### config.mk
export PLATFORM = sky130hd
export DESIGN_NAME = gb_mem_map
export DESIGN_NICKNAME = d
export VERILOG_FILES = /design/src/hw/gb_pkg.sv /design/src/hw/gb_mem_map.sv
export SDC_FILE = /design/constraint.sdc
export NUM_CORES = 1
export LEC_CHECK = 0
export BUFFER_PORTS_ARGS = -buffer_cell sky130_fd_sc_hd__buf_2
export CAP_MARGIN = 20
export CORE_MARGIN = 3
export CORE_UTILIZATION = 35
export DETAILED_ROUTE_END_ITERATION = 6
export GPL_TIMING_DRIVEN = 1
export PLACE_DENSITY = 0.92
export SLEW_MARGIN = 20
export SYNTH_ARGS = -nofsm -noshare
export SYNTH_HDL_FRONTEND = slang
export SYNTH_SLANG_ARGS = --single-unit
### constraint.sdc
create_clock -name clk -period 4.8 [get_ports clk]
set_clock_uncertainty 0.2 [all_clocks]
set_input_delay 0.48 -clock clk [delete_from_list [all_inputs] [get_ports clk]]
set_output_delay 0.48 -clock clk [all_outputs]
set_load 0.005 [all_outputs]
### src/hw/gb_pkg.sv
// shared types and memory-map constants for the console system bus
// referenced by scoped name from every unit of the bus glue
package gb_pkg;

	// ------------------------------------------------------------
	// widths
	localparam int IRQ_W = 5;               // vblank, lcd, timer, serial, joypad
	localparam int ZPRAM_AW = 7;            // 127 bytes used of 128
	localparam int WRAM_AW = 15;            // 8 banks of 4k
	localparam int SERIAL_BIT_DIV = 512;    // clocks per serial bit
	localparam int SERIAL_BITS = 8;
	localparam int SERIAL_DIV_W = $clog2(SERIAL_BIT_DIV);
	localparam int SERIAL_CNT_W = $clog2(SERIAL_BITS + 1);

	typedef logic [15:0] addr_t;            // cpu address
	typedef logic [7:0] byte_t;             // data byte
	typedef logic [IRQ_W-1:0] irq_vec_t;    // bit 0 = vblank, highest priority
	typedef logic [2:0] wram_bank_t;        // svbk bank number
	typedef logic [SERIAL_DIV_W-1:0] ser_div_t;
	typedef logic [SERIAL_CNT_W-1:0] ser_cnt_t;

	// ------------------------------------------------------------
	// i/o register addresses
	localparam addr_t ADDR_JOY = 16'hFF00;
	localparam addr_t ADDR_SB = 16'hFF01;
	localparam addr_t ADDR_SC = 16'hFF02;
	localparam addr_t ADDR_IF = 16'hFF0F;
	localparam addr_t ADDR_BOOT = 16'hFF50;
	localparam addr_t ADDR_SVBK = 16'hFF70;  // cgb only
	localparam addr_t ADDR_IE = 16'hFFFF;

	localparam byte_t IRQ_VEC_BASE = 8'h40;  // rst vector of vblank
	localparam int IRQ_VEC_STEP = 8;
	localparam byte_t IRQ_VEC_NONE = 8'h55;  // ack with nothing pending
	localparam byte_t FAST_BOOT_FLAG = 8'h42;
	localparam byte_t OPEN_BUS = 8'hFF;

	// bus from the cpu side, levels valid for the whole cycle
	typedef struct packed {
		addr_t addr;
		byte_t wdata;
		logic rd;
		logic wr;
		logic ack;    // interrupt acknowledge cycle
	} cpu_bus_t;

	// one-hot unit selects out of the address decoder
	typedef struct packed {
		logic joy;
		logic sb;
		logic sc;
		logic ie;
		logic iflag;
		logic zpram;
		logic wram;
		logic cart;   // rom and cart ram regions
	} unit_sel_t;

	typedef enum logic {
		SER_IDLE,
		SER_SHIFT
	} serial_state_t;

endpackage
### src/hw/gb_mem_map.sv
// address decode and cpu read mux for the console memory map
// also owns the boot latch at ff50 and the cartridge port strobes
module gb_mem_map (
	input logic clk,
	input logic reset,
	input gb_pkg::cpu_bus_t cpu,
	input logic fast_boot,
	input gb_pkg::byte_t joy_rdata,
	input gb_pkg::byte_t sc_rdata,
	input gb_pkg::byte_t ie_rdata,
	input gb_pkg::byte_t if_rdata,
	input gb_pkg::byte_t ram_rdata,
	input gb_pkg::byte_t irq_vector,
	input gb_pkg::byte_t cart_rdata,
	output gb_pkg::unit_sel_t sel,
	output gb_pkg::byte_t cpu_rdata,
	output gb_pkg::addr_t cart_addr,
	output logic cart_rd,
	output logic cart_wr,
	output gb_pkg::byte_t cart_wdata
);

	logic boot_enabled;    // cleared once by software
	logic sel_boot;
	logic sel_fast;

	// ------------------------------------------------------------
	// decode
	always_comb begin
		sel.joy = cpu.addr == gb_pkg::ADDR_JOY;
		sel.sb = cpu.addr == gb_pkg::ADDR_SB;
		sel.sc = cpu.addr == gb_pkg::ADDR_SC;
		sel.ie = cpu.addr == gb_pkg::ADDR_IE;
		sel.iflag = cpu.addr == gb_pkg::ADDR_IF;
		sel.zpram = (cpu.addr[15:7] == 9'h1FF) && (cpu.addr != gb_pkg::ADDR_IE); // ff80-fffe
		sel.wram = cpu.addr[15:13] == 3'b110;                    // c000-dfff
		sel.cart = !cpu.addr[15] || (cpu.addr[15:13] == 3'b101); // rom + cart ram
	end

	assign sel_boot = cpu.addr == gb_pkg::ADDR_BOOT;
	assign sel_fast = fast_boot && sel_boot && boot_enabled; // boot code polls 42h here

	// writing bit 0 of ff50 disables boot mode for good
	always_ff @(posedge clk) begin
		if (reset)
			boot_enabled <= 1'b1;
		else if (sel_boot && cpu.wr && cpu.wdata[0])
			boot_enabled <= 1'b0;
	end

	// ------------------------------------------------------------
	// read mux, ack vector first
	always_comb begin
		if (cpu.ack)
			cpu_rdata = irq_vector;
		else if (sel_fast)
			cpu_rdata = gb_pkg::FAST_BOOT_FLAG;
		else if (sel.joy)
			cpu_rdata = joy_rdata;
		else if (sel.sb)
			cpu_rdata = gb_pkg::OPEN_BUS;       // dummy serial data
		else if (sel.sc)
			cpu_rdata = sc_rdata;
		else if (sel.cart)
			cpu_rdata = cart_rdata;
		else if (sel.zpram || sel.wram)
			cpu_rdata = ram_rdata;              // registered in the ram unit
		else if (sel.ie)
			cpu_rdata = ie_rdata;
		else if (sel.iflag)
			cpu_rdata = if_rdata;
		else
			cpu_rdata = gb_pkg::OPEN_BUS;
	end

	// cartridge port, straight from the cpu
	assign cart_addr = cpu.addr;
	assign cart_wdata = cpu.wdata;
	assign cart_rd = sel.cart && cpu.rd;
	assign cart_wr = sel.cart && cpu.wr;    // mbc register writes land in rom space

	// units must never fight over the read mux
	a_sel_onehot: assert property (@(posedge clk) disable iff (reset) $onehot0(sel));

endmodule

==> results of run 1 <==
==> where the power goes <==
group | leakage, nW | internal [mW] | switching, mW
sequential | 0.00810 | 0.00848 | 0.0000000278
combinational | 0.728 | 0.0505 | 0.0469
clock | 0 | 0 | 0
==> stage by stage <==
stage                     util [%]  power [mW]  cell area, µm²
final                        53.35      0.1059            1394
after global routing         53.35      0.1165            1394
after CTS                    53.35      0.1058            1394
after detailed placement     53.35      0.1053            1394
after global placement       53.35      0.1040            1394
after floorplan                  -     0.06276            1013
==> worst paths after layout <==
kind                startpoint            to  slack, ns  cells after the start
setup / recovery       cpu[11]  cpu_rdata[4]       1.98                      7
hold / removal    boot_enabled  boot_enabled       0.25                      2
setup reg to reg  boot_enabled  boot_enabled       4.07                      2
hold reg to reg   boot_enabled  boot_enabled       0.25                      2
==> cell usage after synthesis <==
| library cell | count |
|---|---|
| sky130_fd_sc_hd__nor4bb_1 | 1 |
| sky130_fd_sc_hd__o22a_1 | 9 |
| sky130_fd_sc_hd__nor2b_1 | 4 |
| sky130_fd_sc_hd__o21ai_0 | 15 |
| sky130_fd_sc_hd__or2_1 | 1 |
| sky130_fd_sc_hd__inv_2 | 1 |
| sky130_fd_sc_hd__nand4_1 | 6 |
| sky130_fd_sc_hd__nor2_1 | 9 |
| sky130_fd_sc_hd__nand2_1 | 8 |
| sky130_fd_sc_hd__nand4_2 | 2 |
| sky130_fd_sc_hd__buf_2 | 1 |
| sky130_fd_sc_hd__a22oi_1 | 6 |
| sky130_fd_sc_hd__clkbuf_1 | 3 |
| sky130_fd_sc_hd__buf_4 | 24 |
| sky130_fd_sc_hd__nor4_1 | 2 |
| sky130_fd_sc_hd__o22a_2 | 5 |
| sky130_fd_sc_hd__a21oi_1 | 1 |
| sky130_fd_sc_hd__buf_6 | 2 |
| sky130_fd_sc_hd__and4_2 | 1 |
| sky130_fd_sc_hd__nand3_1 | 3 |
| sky130_fd_sc_hd__and4_1 | 3 |
| sky130_fd_sc_hd__nor3b_1 | 1 |
| sky130_fd_sc_hd__o21ai_1 | 4 |
| sky130_fd_sc_hd__nor4_2 | 1 |
| sky130_fd_sc_hd__and2_1 | 3 |
| sky130_fd_sc_hd__inv_1 | 9 |
| sky130_fd_sc_hd__buf_1 | 1 |
| sky130_fd_sc_hd__o2111ai_2 | 1 |
| sky130_fd_sc_hd__o21bai_1 | 1 |
| sky130_fd_sc_hd__a211oi_1 | 4 |
| sky130_fd_sc_hd__o221ai_1 | 2 |
| sky130_fd_sc_hd__o31ai_2 | 6 |
| sky130_fd_sc_hd__dfxtp_1 | 1 |
| sky130_fd_sc_hd__a221oi_1 | 2 |
| sky130_fd_sc_hd__nand3b_1 | 1 |
| sky130_fd_sc_hd__nand2b_1 | 3 |
==> layout make-up <==
class	instances	area, µm²
fillers	287	1219
multi-input cells	105	733.2
repair buffers	113	565.5
inverters	10	37.54
well taps	30	37.54
flip-flops and latches	1	20.02
==> critical path: cells and delay by family <==
kind	cells	cell delay (ns)
and+or+nand+nor	3	0.91
AOI/OAI and AO/OA	2	0.41
buffers and inverters	2	0.32
==> routing by layer <==
layer	GRT usage, %	routed length (µm)
met5	0	0
met4	1.266	33
met3	3.024	445
met2	36.73	1869
met1	25.00	1493
==> logic make-up (layout without fill, tap and decap cells) <==
family / after synthesis / count (layout)
AND/OR/NAND/NOR: 49 / 49
buffers and inverters: 41 / 123
AO/OA/AOI/OAI: 56 / 56
flip-flops: 1 / 1
==> results.md, run 1 <==
* Registers with the most flip-flops: boot_enabled (1)
* Leakage dissipation at around 0.74 nW
* Worst hold slack across all endpoints at 0.2535 ns
* Count of synthesis-stage warnings from yosys at 0
* Core outline area at 2613 µm²
* Number of storage elements in the synthesis netlist at 1
* Biggest fanout along the worst timing path at 15
* Worst Setup End Kind: output pin
* Cell type with the highest aggregate area in the netlist: sky130_fd_sc_hd__buf_4
* Area overhead of the layout relative to synthesis at 37.53%
* Result of the run: complete, no violations
* Drt via density at 5.537
* Power per standard cell area at 75.96 nW/µm²
* Timing-limited maximum frequency at around 350 MHz
* Data required time at the worst endpoint at 4.12 ns
* Ant. Diodes at 0
* Antenna violations before repair at 0
* Cells along the critical path: buf_2, nor4_1, nand4_1, o21bai_1, or2_1, o31ai_2, buf_2
* Max-capacitance violation count at 0
* Setup violators final at 0
* Total count of hold-check failures in the final report at 0
* Final Slew Violations at 0
* Synth Area in Adders at 0%
* Most common library cell in the layout ignoring fill and taps: sky130_fd_sc_hd__buf_2
* Detailed-route wire length per cell at 14.83 µm
* Remaining design rule violation count at 0
* Horiz. Die Dim at 59.81 µm
* Final setup TNS at 0 ns
* Worst endpoint data arrival time at 2.14 ns
* Commonest cells after routing, fill and taps aside: sky130_fd_sc_hd__buf_2, sky130_fd_sc_hd__o21ai_0, sky130_fd_sc_hd__inv_1, sky130_fd_sc_hd__nor2_1, sky130_fd_sc_hd__o22a_1
* Max FFs per register at 1
* Congestion Overflow GR at 0
* Number of instances in the synthesized netlist at 147
* Largest vdd supply drop at 0.00006137 V
* Avg Synthesized Cell Area at 6.894 µm²
* Post-route non-filler standard cell count at 259
* Simple-gate share of the synthesized area at 29.26%
* Count of port buffers added during placement at 113
* Die span in y at 59.81 µm
* Crit-path max cell delay at 0.37 ns
* Largest register by flop count: boot_enabled
* Worst setup path class: in -> out
* Wire length of the first global-routing pass at 5727 µm
* Sequential share of the synthesized area at around 2.0%
* Critical Path Start Type: input pin
* Number of distinct library cell variants in the gate-level netlist after synthesis at 36
* Total wire length after detailed routing at a little under 4000 µm
* Number of placed cells counting well taps at 259
* DRC violation total after the first TritonRoute iteration at 74
* Routed Antenna Nets at 0
* Compound-cell area share of the yosys netlist at between 40% and 50%
* Combinational family with the most area after synthesis: compound AO/OA/AOI/OAI gates
* Transition time at the pin with the least slew margin at 0.5047 ns
* Setup repair bufs after CTS at 0
* I/O pin count at 128
* Largest net degree at the start of global routing at 18
* Library cell appearing most often on the critical path: sky130_fd_sc_hd__buf_2
* Routability-driven placement congestion ratio at 0.8848
* Ratio of cells with drive above 1 in the final layout at 56.77%
* Minimum period implied by the final worst setup slack at 2.823 ns
* Pre-CTS WS at 1.958 ns
* Final worst path period share at 58.82%
* Net count, final at 317
* Insertion delay of the later-clocked pin in the worst-skew pair at 0 ns
* Net count of the mapped netlist at 233
* Mapped Area at 1013 µm²
* Count of vias placed by the detailed router at about 1400
* Num rows at 18
* Largest cells by area after synthesis: sky130_fd_sc_hd__buf_4, sky130_fd_sc_hd__o22a_1, sky130_fd_sc_hd__o21ai_0
* Placed wire-length estimate after detailed placement at 3336 µm
* Initial core utilization at between 30 and 40%
* Max stage delay cell, worst path: sky130_fd_sc_hd__nor4_1
* Clock transition at the register clock pins on the worst setup and hold paths after CTS at 0 ns
* Xor and xnor area share after synthesis at 0%
* Die area at around 3600 µm²
* Hold-fix buffers, CTS at 0
* Share of the synthesized area in the top cell type at 17.78%
* Resized cells post-CTS at 0
* Proportion of synthesized area in mux cells at 0%
* RSZ-0062 raised after global routing: false
* Min setup slack post-route at approximately 2.0 ns
* Drt pass-1 iters at 4
* Global routing usage summed across all routing layers at about a fifth
* Vias in the first global route at 1313
* Normalized max-slew margin at 66.23%
* Hold crit path type: reg -> reg
No activity file was read; power rests on OpenSTA's default activity.
==> run 2, diff against run 1 <==
Settings changed: ABC_AREA set to 1, CORE_UTILIZATION 35 to 31, PLACE_DENSITY 0.92 to 0.84.
Clock period 4.8 ns to 2.3 ns, I/O delays scaled along.
==> results.md, run 2 <==
* Result of the run: complete, no violations
* Number of storage elements in the synthesis netlist at 1 (unchanged)
* Leakage dissipation at 0.9579 nW (+30%)
* Count of vias placed by the detailed router at 1455 (+1.5%)
* Buffers and inverters on the worst path at 3 (+1)
* Congestion Overflow GR at 0 (unchanged)
* Biggest fanout along the worst timing path at 8 (-7)
* Area overhead of the layout relative to synthesis at 40.23%
* Hold-fix buffers, CTS at 0 (unchanged)
* Synth Flop Type: sky130_fd_sc_hd__dfxtp_1
* Insertion delay of the later-clocked pin in the worst-skew pair at 0 ns (unchanged)
* Total count of hold-check failures in the final report at 0 (unchanged)
* Antenna violations before repair at 0 (unchanged)
* Registers with the most flip-flops: boot_enabled (1)
* Count of port buffers added during placement at 113 (unchanged)
* Worst setup path class: in -> out
* Largest vdd supply drop at 0.00005269 V (-14%)
* Largest net degree at the start of global routing at 11 (-7)
* Initial core utilization at 32.48% (-6.3 points)
* I/O pin count at 128 (unchanged)
* Detailed-route wire length per cell at 10.91 µm (-26%)
* Hold crit path type: in -> reg
* Final Slew Violations at 0 (unchanged)
* Count of cells along the worst register-to-register path at 1 (-1)
* Net count of the mapped netlist at 289 (+24%)
* Clock transition at the register clock pins on the worst setup and hold paths after CTS at 0 ns (unchanged)
* Worst endpoint data arrival time at 1.62 ns (-0.52 ns)
* Number of instances in the synthesized netlist at 203 (+38%)
* Final core occ at 45.55% (-7.8 points)
* Routability-driven placement congestion ratio at 0.7991 (-9.7%)
* Normalized max-slew margin at 70.46% (+4.2 points)
* Net count, final at 380 (+20%)
* Max FFs per register at 1 (unchanged)
* Stages on worst setup path at 12 (+5)
* Commonest cells after routing, fill and taps aside: sky130_fd_sc_hd__buf_2, sky130_fd_sc_hd__nand2_1, sky130_fd_sc_hd__nor2_1
* Drt via density at 4.305 (-22%)
* Largest register by flop count: boot_enabled
* Total wire length after detailed routing at 3686 µm (-4.0%)
* Share of the synthesized area in the top cell type at 23.52% (+5.7 points)
* Worst Setup End Kind: output pin
* Largest cells by area after synthesis: sky130_fd_sc_hd__nand2_1, sky130_fd_sc_hd__buf_4, sky130_fd_sc_hd__nor2_1
* Cells along the critical path: buf_2, nor2_1, nand3_2, nor2_2, nand2_1, nor2_4, inv_2, nor2_1, nor2_1, nand2_1, nand2_1, buf_2
* EDFF count, synth at 0 (unchanged)
* Max-capacitance violation count at 0 (unchanged)
* Timing-limited maximum frequency at 487.9 MHz
* Cell types with the highest counts after synthesis: sky130_fd_sc_hd__nand2_1, sky130_fd_sc_hd__nor2_1, sky130_fd_sc_hd__buf_4
* Horiz. Die Dim at 65.60 µm (+9.7%)
* Routed Antenna Nets at 0 (unchanged)
* Placed wire-length estimate after detailed placement at 3287 µm (-1.5%)
* Die area at 4303 µm² (+20%)
* Fraction of synthesis flops using an asynchronous set or reset pin at 0% (unchanged)
* Crit-path max cell delay at 0.21 ns (-0.16 ns)
* Ratio of cells with drive above 1 in the final layout at 51.71% (-5.1 points)
* Count of synthesis-stage warnings from yosys at 0 (unchanged)
* Instance count along the most critical hold path at 2 (unchanged)
* Critical Path Start Type: input pin
* Power per standard cell area at 141.0 nW/µm² (+86%)
* Drt pass-1 iters at 4 (unchanged)
* DRC violation total after the first TritonRoute iteration at 36 (-51%)
* Data required time at the worst endpoint at 1.87 ns (-2.25 ns)
* Setup violators final at 0 (unchanged)
* Avg Synthesized Cell Area at 5.424 µm² (-21%)
* Global routing usage summed across all routing layers at 16.36% (-3.5 points)
* Number of distinct library cell variants in the gate-level netlist after synthesis at 27 (-25%)
* Final setup TNS at 0 ns (unchanged)
* Max stage delay cell, worst path: sky130_fd_sc_hd__nand3_2
* Wire length of the first global-routing pass at 5851 µm (+2.2%)
* Setup repair bufs after CTS at 0 (unchanged)
* Top-count cell post-synth: sky130_fd_sc_hd__nand2_1
* Minimum period implied by the final worst setup slack at 2.050 ns
* Core outline area at 3390 µm² (+30%)
* Resized cells post-CTS at 0 (unchanged)
* Cell type group with the largest total delay on the critical path: simple AND/OR/NAND/NOR gates
* Num rows at 21 (+3)
* Vias in the first global route at 1338 (+1.9%)
* Transition time at the pin with the least slew margin at 0.4398 ns (-0.06489 ns)
* Mapped Area at 1101 µm² (+8.6%)
* RSZ-0062 raised after global routing: false
* Remaining design rule violation count at 0 (unchanged)
* Die span in y at 65.60 µm (+9.7%)
* Sequential share of the synthesized area at 1.818% (-0.16 points)
* Ant. Diodes at 0 (unchanged)
* Most common library cell in the layout ignoring fill and taps: sky130_fd_sc_hd__buf_2
* Final worst path period share at 89.11%
* Cell type with the highest aggregate area in the netlist: sky130_fd_sc_hd__nand2_1
run 2: changes by cell type after synthesis, moves of 5 or more:
cell	before	now
sky130_fd_sc_hd__a22oi_1	6	0
sky130_fd_sc_hd__inv_2	1	7
sky130_fd_sc_hd__nand2_1	8	69
sky130_fd_sc_hd__nor2_1	9	35
sky130_fd_sc_hd__nor2_2	0	8
sky130_fd_sc_hd__o21ai_0	15	0
sky130_fd_sc_hd__o21ai_1	4	10
sky130_fd_sc_hd__o22a_1	9	0
sky130_fd_sc_hd__o22a_2	5	0
sky130_fd_sc_hd__o31ai_2	6	0
run 2: path summary, 6_finish.rpt:
check,startpoint,end,slack (ns)
max,cpu[15],cpu_rdata[2],0.25
min,reset,boot_enabled,0.22
max reg2reg,boot_enabled,boot_enabled,1.52
min reg2reg,boot_enabled,boot_enabled,0.26
run 2: cell families after synthesis:
kind of cell | synth area share, %
AO/OA/AOI/OAI | 10.34
buffers and inverters | 22.61
flip-flops | 1.818
AND/OR/NAND/NOR | 65.23
run 2: per-layer routing:
layer | GRT usage [%] | vias up | share of wire [%]
met3 | 1.880 | 0 | 7.8
met5 | 0 | - | 0
li1 | - | 796 | -
met2 | 29.84 | 57 | 49
met4 | 0.5181 | 0 | 0
met1 | 21.57 | 602 | 43
run 2: area by class of cell:
type                            instances  area (µm²)
Fill cell                             395        1846
Inverter                               18       68.82
Multi-Input combinational cell        160       832.0
Sequential cell                         1       20.02
Tap cell                               46       57.56
Timing Repair Buffer                  113       565.5
run 2: through the flow:
step           instance area, µm²  hold WS (ns)  instances  total power, mW  setup WS (ns)
4_1_cts                      1544        0.2157        338           0.2196         0.2390
5_1_grt                      1544        0.2546        338           0.2463        0.08293
3_5_place_dp                 1544        0.2177        338           0.2186         0.2438
3_3_place_gp                 1544        0.2083        338           0.2155         0.2794
2_1_floorplan                1101        0.1160        203           0.1322         0.6254
6_report                     1544        0.2207        338           0.2177         0.2504
run 2: report_power, final:
| group | switching (mW) | leakage, nW | internal (mW) | total (mW) |
|---|---|---|---|---|
| Sequential | 0.0000000806 | 0.00810 | 0.0177 | 0.0177 |
| Combinational | 0.101 | 0.950 | 0.0990 | 0.200 |
| Clock | 0 | 0 | 0 | 0 |
| Total | 0.101 | 0.958 | 0.117 | 0.218 |
==> run 3, diff against run 2 <==
Settings changed: MAX_ROUTING_LAYER set to met4.
==> results.md, run 3 (synthesized netlist as in run 2, its figures left out) <==
* Result of the run: complete, no violations
* Placed wire-length estimate after detailed placement at 3287 µm (unchanged)
* Worst hold slack across all endpoints at 0.2207 ns (unchanged)
* Post-route non-filler standard cell count at 338 (unchanged)
* Insertion delay of the later-clocked pin in the worst-skew pair at 0 ns (unchanged)
* Count of port buffers added during placement at 113 (unchanged)
* Drt pass-1 iters at 4 (unchanged)
* Largest vdd supply drop at 0.00005269 V (about the same)
* Max stage delay cell, worst path: sky130_fd_sc_hd__nand3_2
* Routability-driven placement congestion ratio at 0.8106 (+1.4%)
* Antenna violations before repair at 0 (unchanged)
* Remaining design rule violation count at 0 (unchanged)
* Horiz. Die Dim at 65.60 µm (unchanged)
* Detailed-route wire length per cell at 10.91 µm (unchanged)
* Total wire length after detailed routing at 3686 µm (unchanged)
* Hold crit path type: in -> reg
* Data required time at the worst endpoint at 1.87 ns (about the same)
* Final cell area excluding filler cells at 1544 µm² (unchanged)
* Total count of hold-check failures in the final report at 0 (unchanged)
* Num rows at 21 (unchanged)
* Core outline area at 3390 µm² (unchanged)
* Most common library cell in the layout ignoring fill and taps: sky130_fd_sc_hd__buf_2
* Startpoint of the lowest-slack hold path: reset
* Net count, final at 380 (unchanged)
* Count of vias placed by the detailed router at 1455 (unchanged)
* Largest register by flop count: boot_enabled
* Worst setup path class: in -> out
* Commonest cells after routing, fill and taps aside: sky130_fd_sc_hd__buf_2, sky130_fd_sc_hd__nand2_1, sky130_fd_sc_hd__nor2_1
* Congestion Overflow GR at 0 (unchanged)
* Cell type group with the largest total delay on the critical path: simple AND/OR/NAND/NOR gates
* Clock transition at the register clock pins on the worst setup and hold paths after CTS at 0 ns (unchanged)
* Final setup TNS at 0 ns (unchanged)
* Max FFs per register at 1 (unchanged)
* Routed Antenna Nets at 0 (unchanged)
* Area overhead of the layout relative to synthesis at 40.23% (unchanged)
* Wire length of the first global-routing pass at 5851 µm (unchanged)
* Minimum period implied by the final worst setup slack at 2.050 ns (unchanged)
* Normalized max-slew margin at 70.46% (unchanged)
* Largest net degree at the start of global routing at 11 (unchanged)
* Max-capacitance violation count at 0 (unchanged)
* Setup repair bufs after CTS at 0 (unchanged)
* Buffers and inverters on the worst path at 3 (unchanged)
* Ratio of cells with drive above 1 in the final layout at 51.71% (unchanged)
* Area post-placement at 1544 µm² (unchanged)
* Ant. Diodes at 0 (unchanged)
* I/O pin count at 128 (unchanged)
* Worst endpoint data arrival time at 1.62 ns (about the same)
* DRC violation total after the first TritonRoute iteration at 36 (unchanged)
* Transition time at the pin with the least slew margin at 0.4398 ns (unchanged)
* Initial core utilization at 32.48% (unchanged)
* Die area at 4303 µm² (unchanged)
* Die span in y at 65.60 µm (unchanged)
* Leakage dissipation at 0.9579 nW (unchanged)
* Final Slew Violations at 0 (unchanged)
* Register-to-register path setup slack at 1.52 ns (about the same)
* Reg-to-reg startpoint: boot_enabled
* Setup violators final at 0 (unchanged)
* Drt via density at 4.305 (unchanged)
* Resized cells post-CTS at 0 (unchanged)
* Instance count along the most critical hold path at 2 (unchanged)
* Critical Path Start Type: input pin
* Vias in the first global route at 1338 (unchanged)
* Biggest fanout along the worst timing path at 8 (unchanged)
* Worst Setup End Kind: output pin
* Cells along the critical path: buf_2, nor2_1, nand3_2, nor2_2, nand2_1, nor2_4, inv_2, nor2_1, nor2_1, nand2_1, nand2_1, buf_2
* Registers with the most flip-flops: boot_enabled (1)
* Hold-fix buffers, CTS at 0 (unchanged)
* Worst Hold Path EP: boot_enabled
* Crit-path max cell delay at 0.21 ns (about the same)
* Timing-limited maximum frequency at 487.9 MHz (unchanged)
* RSZ-0062 raised after global routing: false
* Number of placed cells counting well taps at 338 (unchanged)
* Count of cells along the worst register-to-register path at 1 (unchanged)
* Power per standard cell area at 141.0 nW/µm² (about the same)
* FF-to-FF End: boot_enabled
* Final worst path period share at 89.11% (unchanged)
* Global routing usage summed across all routing layers at 16.79% (+0.43 points)
## run 3: cell counts in the layout (fill, tap and decap cells not counted)
No cell type changed its count.
## run 3: through the flow
step           utilization (%)  setup WS (ns)  power (mW)
2_1_floorplan                -         0.6254      0.1322
3_3_place_gp             45.55         0.2794      0.2155
3_5_place_dp             45.55         0.2438      0.2186
4_1_cts                  45.55         0.2390      0.2196
5_1_grt                  45.55        0.08293      0.2463
6_report                 45.55         0.2504      0.2177
## run 3: per-layer routing
layer	up-vias	GRT usage [%]	part of all wire, %
met2	57	29.84	49
met4	0	0.5181	0
met5	-	-	0
met1	602	21.67	43
met3	0	1.709	7.6
li1	796	-	-
## run 3: report_power, final
group | internal [mW] | total [mW] | switching, mW
Combinational | 0.0991 | 0.200 | 0.101
Sequential | 0.0177 | 0.0177 | 0.0000000806
Clock | 0 | 0 | 0
Total | 0.117 | 0.218 | 0.101
## run 3: worst max path at each step
stage	start	endpoint	slack (ns)	cells past startpoint
final	cpu[15]	cpu_rdata[2]	0.25	12
after global routing	cpu[25]	cpu_rdata[1]	0.08	12
after CTS	cpu[15]	cpu_rdata[1]	0.24	9
after detailed placement	cpu[15]	cpu_rdata[2]	0.24	12
after global placement	cpu[13]	cpu_rdata[6]	0.28	8
after floorplan	cpu[13]	cpu_rdata[1]	0.63	6
## run 3: final cells by class
type / instances / area [µm²]
multi-input combinational: 160 / 832.0
timing repair buffer: 113 / 565.5
inverter: 18 / 68.82
sequential: 1 / 20.02
tap: 46 / 57.56
fill: 395 / 1846
